==> config.mk <==
export PLATFORM = sky130hd
export DESIGN_NAME = controlUnit
export DESIGN_NICKNAME = d
export VERILOG_FILES = /design/src/source/cpuControlPkg.sv /design/src/source/controlGenerator.sv /design/src/source/controlUnit.sv /design/src/source/opcodeDecoder.sv /design/src/source/stageSequencer.sv
export SDC_FILE = /design/constraint.sdc
export NUM_CORES = 1
export LEC_CHECK = 0
export ABC_AREA = 1
export BUFFER_PORTS_ARGS = -buffer_cell sky130_fd_sc_hd__buf_2
export CAP_MARGIN = 10
export CORE_UTILIZATION = 40
export CTS_CLUSTER_DIAMETER = 40
export DETAILED_ROUTE_END_ITERATION = 12
export PLACE_DENSITY = 0.73
export SYNTH_ARGS = -nofsm -noshare
export SYNTH_HDL_FRONTEND = slang
export SYNTH_SLANG_ARGS = --single-unit
==> constraint.sdc <==
create_clock -name clk -period 1.3 [get_ports clk]
set_clock_uncertainty 0.2 [all_clocks]
set_input_delay 0.195 -clock clk [delete_from_list [all_inputs] [get_ports clk]]
set_output_delay 0.195 -clock clk [all_outputs]
set_load 0.01 [all_outputs]
==> src/source/cpuControlPkg.sv <==
`default_nettype none

package cpuControlPkg;

    typedef logic [3:0] opcodeT;
    typedef logic [5:0] funcT;

    localparam opcodeT opBne = 4'd0;
    localparam opcodeT opBeq = 4'd1;
    localparam opcodeT opBgz = 4'd2;
    localparam opcodeT opBlz = 4'd3;
    localparam opcodeT opAdi = 4'd4;
    localparam opcodeT opOri = 4'd5;
    localparam opcodeT opLhi = 4'd6;
    localparam opcodeT opLwd = 4'd7;
    localparam opcodeT opSwd = 4'd8;
    localparam opcodeT opJmp = 4'd9;
    localparam opcodeT opJal = 4'd10;
    localparam opcodeT opAlu = 4'd15;    // register-register with op in func

    localparam funcT fnAdd = 6'd0;
    localparam funcT fnSub = 6'd1;
    localparam funcT fnAnd = 6'd2;
    localparam funcT fnOrr = 6'd3;
    localparam funcT fnNot = 6'd4;
    localparam funcT fnTcp = 6'd5;
    localparam funcT fnShl = 6'd6;
    localparam funcT fnShr = 6'd7;
    localparam funcT fnJpr = 6'd25;
    localparam funcT fnJrl = 6'd26;
    localparam funcT fnWwd = 6'd28;    // decoded as nop
    localparam funcT fnHlt = 6'd29;

    typedef enum logic [3:0] {
        aluAdd, aluSub, aluAnd, aluOrr, aluNot, aluTcp, aluShl, aluShr, aluLhi,
        aluBne, aluBeq, aluBgz, aluBlz,
        aluJmp
    } aluOpT;

    typedef enum logic [1:0] {
        srcBReg  = 2'd0,
        srcBOne  = 2'd1,
        srcBImm  = 2'd2,
        srcBZero = 2'd3
    } srcBSelT;

    typedef enum logic [1:0] {
        immNone   = 2'd0,
        immSigned = 2'd1,    // sign-extended 8-bit field
        immTarget = 2'd2     // 12-bit jump target
    } immKindT;

    typedef enum logic [1:0] {
        dstNone = 2'd0,
        dstRt   = 2'd1,
        dstRd   = 2'd2,
        dstLink = 2'd3    // register two
    } regDstT;

    typedef enum logic {
        pcSrcTarget = 1'b0,
        pcSrcSeq    = 1'b1
    } pcSrcT;

    typedef enum logic [3:0] {
        clsArith, clsImm, clsLoad, clsStore, clsBranch,
        clsJump, clsJumpLink, clsJumpReg, clsJumpRegLink,
        clsHalt, clsNop
    } instClassT;

    typedef enum logic [3:0] {
        stFetch1, stFetch2, stFetch3, stFetch4,
        stDecode,
        stExec1, stExec2,
        stMem1, stMem2, stMem3, stMem4,
        stWriteBack,
        stHalt
    } stageT;

    typedef struct packed {
        instClassT instClass;
        aluOpT     aluOp;
        srcBSelT   srcB;
        immKindT   immKind;
        regDstT    regDst;
    } decodedT;

    typedef struct packed {
        logic    pcWrite;
        logic    pcWriteCond;
        pcSrcT   pcSource;
        logic    iOrD;
        logic    memRead;
        logic    memWrite;
        logic    memToReg;
        logic    irWrite;
        logic    mdrWrite;
        logic    aluOutWrite;
        logic    storeData;
        aluOpT   aluOp;
        logic    aluSrcA;
        srcBSelT aluSrcB;
        immKindT immKind;
        logic    regWrite;
        regDstT  regDst;
    } ctrlT;

endpackage

`default_nettype wire

==> src/source/controlGenerator.sv <==
`timescale 1ns/10ps
`default_nettype none

module controlGenerator (
    input  cpuControlPkg::stageT   stage,
    input  cpuControlPkg::decodedT decoded,
    output cpuControlPkg::ctrlT    ctrl
);
    import cpuControlPkg::*;

    logic isBranch;
    logic isLoad;
    logic isStore;
    logic isDirectJump;

    assign isBranch     = (decoded.instClass == clsBranch);
    assign isLoad       = (decoded.instClass == clsLoad);
    assign isStore      = (decoded.instClass == clsStore);
    assign isDirectJump = (decoded.instClass == clsJump) ||
                          (decoded.instClass == clsJumpLink);

    always_comb
    begin
        ctrl       = '0;
        ctrl.aluOp = aluAdd;

        case (stage)
            stFetch1, stFetch2, stFetch3:
            begin
                ctrl.memRead = 1'b1;
                ctrl.aluSrcB = srcBOne;    // pc plus one
                if (stage == stFetch3)
                begin
                    ctrl.irWrite     = 1'b1;
                    ctrl.aluOutWrite = 1'b1;
                end
            end
            stFetch4:
            begin
                ctrl.pcWrite  = 1'b1;
                ctrl.pcSource = pcSrcSeq;
                ctrl.aluSrcB  = srcBImm;
                ctrl.immKind  = immSigned;    // branch target precompute
            end
            stDecode:
            begin
                ctrl.pcSource    = pcSrcSeq;
                ctrl.aluSrcB     = srcBImm;
                ctrl.aluOutWrite = isBranch;    // latch branch target
            end
            stExec1:
            begin
                ctrl.aluOp   = decoded.aluOp;
                ctrl.aluSrcB = decoded.srcB;
                ctrl.immKind = decoded.immKind;
                ctrl.aluSrcA = !isDirectJump;
            end
            stExec2:
            begin
                case (decoded.instClass)
                    clsJumpReg, clsJumpRegLink, clsJump, clsJumpLink:
                    begin
                        ctrl.pcWrite  = 1'b1;
                        ctrl.pcSource = pcSrcTarget;
                    end
                    clsBranch:
                    begin
                        ctrl.pcWriteCond = 1'b1;    // taken if alu compare holds
                        ctrl.pcSource    = pcSrcSeq;
                    end
                    clsArith, clsImm, clsLoad, clsStore: ctrl.aluOutWrite = 1'b1;
                    default:                             ctrl.aluOutWrite = 1'b0;
                endcase
            end
            stMem1:
            begin
                ctrl.iOrD      = 1'b1;
                ctrl.memRead   = isLoad;
                ctrl.storeData = isStore;
            end
            stMem2:
            begin
                ctrl.iOrD     = 1'b1;
                ctrl.mdrWrite = isLoad;
                ctrl.memWrite = isStore;
            end
            stWriteBack:
            begin
                if (decoded.regDst != dstNone)
                begin
                    ctrl.regWrite = 1'b1;
                    ctrl.regDst   = decoded.regDst;
                end
                ctrl.memToReg = isLoad;
            end
            default: ctrl.aluOp = aluAdd;    // mem wait and halt stay idle
        endcase
    end

endmodule

`default_nettype wire

==> src/source/controlUnit.sv <==
`timescale 1ns/10ps
`default_nettype none

module controlUnit (
    input  logic                  clk,
    input  logic                  rstN,
    input  cpuControlPkg::opcodeT opcode,
    input  cpuControlPkg::funcT   func,
    output cpuControlPkg::ctrlT   ctrl,
    output logic                  halted
);
    import cpuControlPkg::*;

    decodedT decoded;
    stageT   stage;

    opcodeDecoder uDecoder (
        .opcode  (opcode),
        .func    (func),
        .decoded (decoded)
    );

    stageSequencer uSequencer (
        .clk     (clk),
        .rstN    (rstN),
        .decoded (decoded),
        .stage   (stage),
        .halted  (halted)
    );

    controlGenerator uGenerator (
        .stage   (stage),
        .decoded (decoded),
        .ctrl    (ctrl)
    );

endmodule

`default_nettype wire

==> src/source/opcodeDecoder.sv <==
`timescale 1ns/10ps
`default_nettype none

module opcodeDecoder (
    input  cpuControlPkg::opcodeT  opcode,
    input  cpuControlPkg::funcT    func,
    output cpuControlPkg::decodedT decoded
);
    import cpuControlPkg::*;

    always_comb
    begin
        decoded.instClass = clsNop;
        decoded.aluOp     = aluAdd;
        decoded.srcB      = srcBReg;

        case (opcode)
            opBne:
            begin
                decoded.instClass = clsBranch;
                decoded.aluOp     = aluBne;
            end
            opBeq:
            begin
                decoded.instClass = clsBranch;
                decoded.aluOp     = aluBeq;
            end
            opBgz:
            begin
                decoded.instClass = clsBranch;
                decoded.aluOp     = aluBgz;
                decoded.srcB      = srcBZero;    // compare against zero
            end
            opBlz:
            begin
                decoded.instClass = clsBranch;
                decoded.aluOp     = aluBlz;
                decoded.srcB      = srcBZero;
            end
            opAdi, opOri, opLhi:
            begin
                decoded.instClass = clsImm;
                decoded.srcB      = srcBImm;
                if (opcode == opOri)
                    decoded.aluOp = aluOrr;
                else if (opcode == opLhi)
                    decoded.aluOp = aluLhi;
            end
            opLwd, opSwd:
            begin
                decoded.instClass = (opcode == opLwd) ? clsLoad : clsStore;
                decoded.srcB      = srcBImm;    // base plus offset
            end
            opJmp, opJal:
            begin
                decoded.instClass = (opcode == opJmp) ? clsJump : clsJumpLink;
                decoded.aluOp     = aluJmp;
                decoded.srcB      = srcBImm;
            end
            opAlu:
            begin
                decoded.instClass = clsArith;
                case (func)
                    fnAdd: decoded.aluOp = aluAdd;
                    fnSub: decoded.aluOp = aluSub;
                    fnAnd: decoded.aluOp = aluAnd;
                    fnOrr: decoded.aluOp = aluOrr;
                    fnNot: decoded.aluOp = aluNot;
                    fnTcp: decoded.aluOp = aluTcp;
                    fnShl:
                    begin
                        decoded.aluOp = aluShl;
                        decoded.srcB  = srcBOne;    // shift by one
                    end
                    fnShr:
                    begin
                        decoded.aluOp = aluShr;
                        decoded.srcB  = srcBOne;
                    end
                    fnJpr, fnJrl:
                    begin
                        decoded.instClass = (func == fnJpr) ? clsJumpReg : clsJumpRegLink;
                        decoded.srcB      = srcBZero;    // pass rs through
                    end
                    fnHlt:   decoded.instClass = clsHalt;
                    default: decoded.instClass = clsNop;    // wwd and unknown
                endcase
            end
            default: decoded.instClass = clsNop;
        endcase

        case (decoded.instClass)
            clsImm, clsLoad, clsStore: decoded.immKind = immSigned;
            clsJump, clsJumpLink:      decoded.immKind = immTarget;
            default:                   decoded.immKind = immNone;
        endcase

        case (decoded.instClass)
            clsImm, clsLoad:             decoded.regDst = dstRt;
            clsArith:                    decoded.regDst = dstRd;
            clsJumpLink, clsJumpRegLink: decoded.regDst = dstLink;
            default:                     decoded.regDst = dstNone;
        endcase
    end

endmodule

`default_nettype wire

==> src/source/stageSequencer.sv <==
`timescale 1ns/10ps
`default_nettype none

module stageSequencer (
    input  logic                   clk,
    input  logic                   rstN,
    input  cpuControlPkg::decodedT decoded,
    output cpuControlPkg::stageT   stage,
    output logic                   halted
);
    import cpuControlPkg::*;

    stageT     nextStage;
    instClassT instClass;

    assign instClass = decoded.instClass;
    assign halted    = (stage == stHalt);

    always_comb
    begin
        case (stage)
            stFetch1: nextStage = stFetch2;
            stFetch2: nextStage = stFetch3;
            stFetch3: nextStage = stFetch4;
            stFetch4:
            begin
                // direct jumps go straight to execute
                if (instClass == clsJump || instClass == clsJumpLink)
                    nextStage = stExec1;
                else
                    nextStage = stDecode;
            end
            stDecode: nextStage = stExec1;
            stExec1:
            begin
                if (instClass == clsHalt)
                    nextStage = stHalt;
                else
                    nextStage = stExec2;
            end
            stExec2:
            begin
                if (instClass == clsBranch)
                    nextStage = stFetch1;
                else if (instClass == clsLoad || instClass == clsStore)
                    nextStage = stMem1;
                else
                    nextStage = stWriteBack;
            end
            stMem1: nextStage = stMem2;
            stMem2: nextStage = stMem3;
            stMem3: nextStage = stMem4;    // memory wait
            stMem4:
            begin
                if (instClass == clsStore)
                    nextStage = stFetch1;
                else
                    nextStage = stWriteBack;
            end
            stWriteBack: nextStage = stFetch1;
            stHalt:      nextStage = stHalt;    // held until reset
            default:     nextStage = stFetch1;
        endcase
    end

    always_ff @(posedge clk)
    begin
        if (!rstN)
            stage <= stFetch1;
        else
            stage <= nextStage;
    end

endmodule

`default_nettype wire

==> flow_summary.ini <==
[setup_path]
r2r-start = uSequencer.stage[0]$_SDFF_PN0_
crit_path_end = ctrl[8]
crit_chain = inv_4 -> nor2_4 -> inv_2 -> nor2_4 -> inv_4 -> a31oi_4 -> buf_2
worst-setup-path-type = reg -> out
cp_max_fo = 6
slowest_delay_ns = 0.37
cp_slowest_cell = dfxtp_4
critPathLaunch = uSequencer.stage[0]$_SDFF_PN0_
arrival_ns = 1.35
startpoint_type = flop
reg2reg_depth = 8
ff2ff_setup_slack_ns = -0.31
r2r_end = uSequencer.stage[0]$_SDFF_PN0_
critPathCaptureType = primary output
required_ns = 0.90

[synth]
yosysSeqAreaShare_pct = 9.92
ys_warn_count = 0
synth_nets = 167
ys_seq_elements = 4
synthCells = 155
async_reset_ff_share_pct = 0
avgSynthCellArea_um2 = 5.21
synth_flop_cell = dfxtp_1
yosysUniqueCellTypes = 25
synth_edf_count = 0
synth.cell_area_um2 = 807

[sta]
slew_headroom_pct = 78.2
hold_viol = 0
setup_violations = 28
period_needed_ns = 1.74
fin_crit_sh_pct = 134
setup_ws_ns = -0.444
tightest_slew_ns = 0.327
tns_ns = -9.52
fmax_ghz = 0.573
slew_viol_final = 0
grt_setup_unrepaired = yes

[routing]
met1_length_mm = 1.56
final_antenna_net_count = 0
wl_mm = 3.75
vias_per_cell = 5.45
dr.max_layer_used = met4
route.detailed.drc = 0
vias = 1394
wire_per_inst_um = 14.6
wl_met3_um = 253
met2_length_mm = 1.81
drt-initial-drc-count = 75
firstDrtPassIters = 4

[power]
p_leak_nw = 0.832
power_density_nw_per_um2 = 883
p_total_mw = 1.37
peakVddDrop_uv = 723

[grt]
globalRouteOverflowTotal = 0
grt_pass1_wl_mm = 4.88
grt_max_degree = 9
grt_pass1_vias = 1143
track_usage_pct = 31.1
antenna_found_initial = 0

[final_layout]
area_growth_pct = 92.6
largest_reg_flops = 4
utilization_pct = 86.3
fin_area_um2 = 1550
largest_register = uSequencer.stage
drive_above_1_share_pct = 60.6
diodes = 0
nets = 245
fillers = 119
reg.largest.list = uSequencer.stage (4)

[placement]
dpl_cell_area_um2 = 1360
port_buffers = 35
dpl.hpwl_mm = 2.43
gp_congestion = 0.908

[cts]
cts_root_buf = clkbuf_4
clkTransAtPathRegs_ns = 0.04
clk_latency_ns = 0.25
cts_tree = built
clockBufferDepth = 2
cts_made_buffers = 3
clock_sinks = 4
h-tree-depth = 1

[run_status]
violations = negative setup slack
status = complete, but fails checks

[worst_hold_path]
hp-start = func[5]
min_path_type = in -> reg

[floorplan]
ioPinCount = 36
start_util_pct = 44.8
floorplan.die.height_um = 46.9
rows = 15
die_area_um2 = 2200
die_width_um = 46.9
coreArea_um2 = 1800

[job]
drv_cap = 0
[worst max-delay path: cells and delay by family (launching register included)]
family / cells / cell delay [ns]
buffers and inverters: 4 / 0.33
and+or+nand+nor: 2 / 0.25
DFF: 1 / 0.37
AOI/OAI and AO/OA: 1 / 0.13
[layout by cell type (no fill, tap or decap), drive strengths merged, types with 3 or more instances in the layout]
master and instances:
a21oi 8, nand2 39, nor3 3, nand4 3, buf 72, dfxtp 4, nand3 12, nor2 38
o21ai 8, clkbuf 3, inv 33
[cells by family after synthesis]
group	count (synthesis)	synth area share [%]
AO/OA/AOI/OAI	22	17.7
flip-flops	4	9.92
buffers and inverters	33	15.3
AND/OR/NAND/NOR	96	57.1
[layout make-up]
type | instances | area (µm²) | area share [%]
repair buffers | 73 | 474 | 30.5
clock buffers | 3 | 22.5 | 1.45
well taps | 25 | 31.3 | 2.01
inverters | 33 | 136 | 8.78
flip-flops and latches | 4 | 92.6 | 5.96
multi-input cells | 118 | 797 | 51.3
[synthesized netlist by cell type (2+ instances only)]
| library cell | instances | area (µm²) |
|---|---|---|
| nor2_4 | 5 | 56.3 |
| nand2_1 | 34 | 128 |
| nor2_1 | 29 | 109 |
| nor2_2 | 4 | 25.0 |
| inv_2 | 6 | 22.5 |
| inv_1 | 27 | 101 |
| nand2_2 | 5 | 31.3 |
| dfxtp_1 | 4 | 80.1 |
| o21ai_2 | 2 | 17.5 |
| nor3_1 | 2 | 10.0 |
| o21ai_0 | 3 | 15.0 |
| a21oi_1 | 7 | 35.0 |
| nand3_1 | 11 | 55.1 |
| nand4_1 | 3 | 18.8 |
| o21ai_1 | 3 | 15.0 |
[worst min path at each step]
stage	endpoint	slack, ns	cells after the start
after floorplan	uSequencer.stage[1]$_SDFF_PN0_	0.09	2
after global placement	uSequencer.stage[3]$_SDFF_PN0_	0.23	3
after detailed placement	uSequencer.stage[1]$_SDFF_PN0_	0.23	3
after CTS	uSequencer.stage[1]$_SDFF_PN0_	0.31	9
after global routing	uSequencer.stage[3]$_SDFF_PN0_	0.37	8
final	uSequencer.stage[3]$_SDFF_PN0_	0.32	8
[metal layers]
layer  global-route usage, %  vias up
met2                    53.6       83
met5                       0        -
met3                    4.62       20
met1                    40.9      653
met4                    6.86        0
li1                        -      638
[metrics by stage]
stage	hold slack, ns	worst slack (ns)	std cells
final	0.319	-0.444	256
after global routing	0.365	-0.505	256
after CTS	0.310	-0.402	253
after detailed placement	0.228	-0.403	248
after global placement	0.233	-0.313	248
after floorplan	0.0926	-0.0568	155
[where the power goes]
part / switching (mW) / total (mW) / internal [mW]
Clock: 0.0636 / 0.168 / 0.104
Sequential: 0.0689 / 0.237 / 0.168
Combinational: 0.565 / 0.969 / 0.403
[timing repair]
item	in CTS	in global routing
setup buffers	1	4
gates cloned	0	0
gates resized for setup	20	21
pin swaps	5	9
endpoints found under the setup margin	28	28
hold buffers	1	0
endpoints found under the hold margin	3	0
No activity file was read; power rests on OpenSTA's default activity.
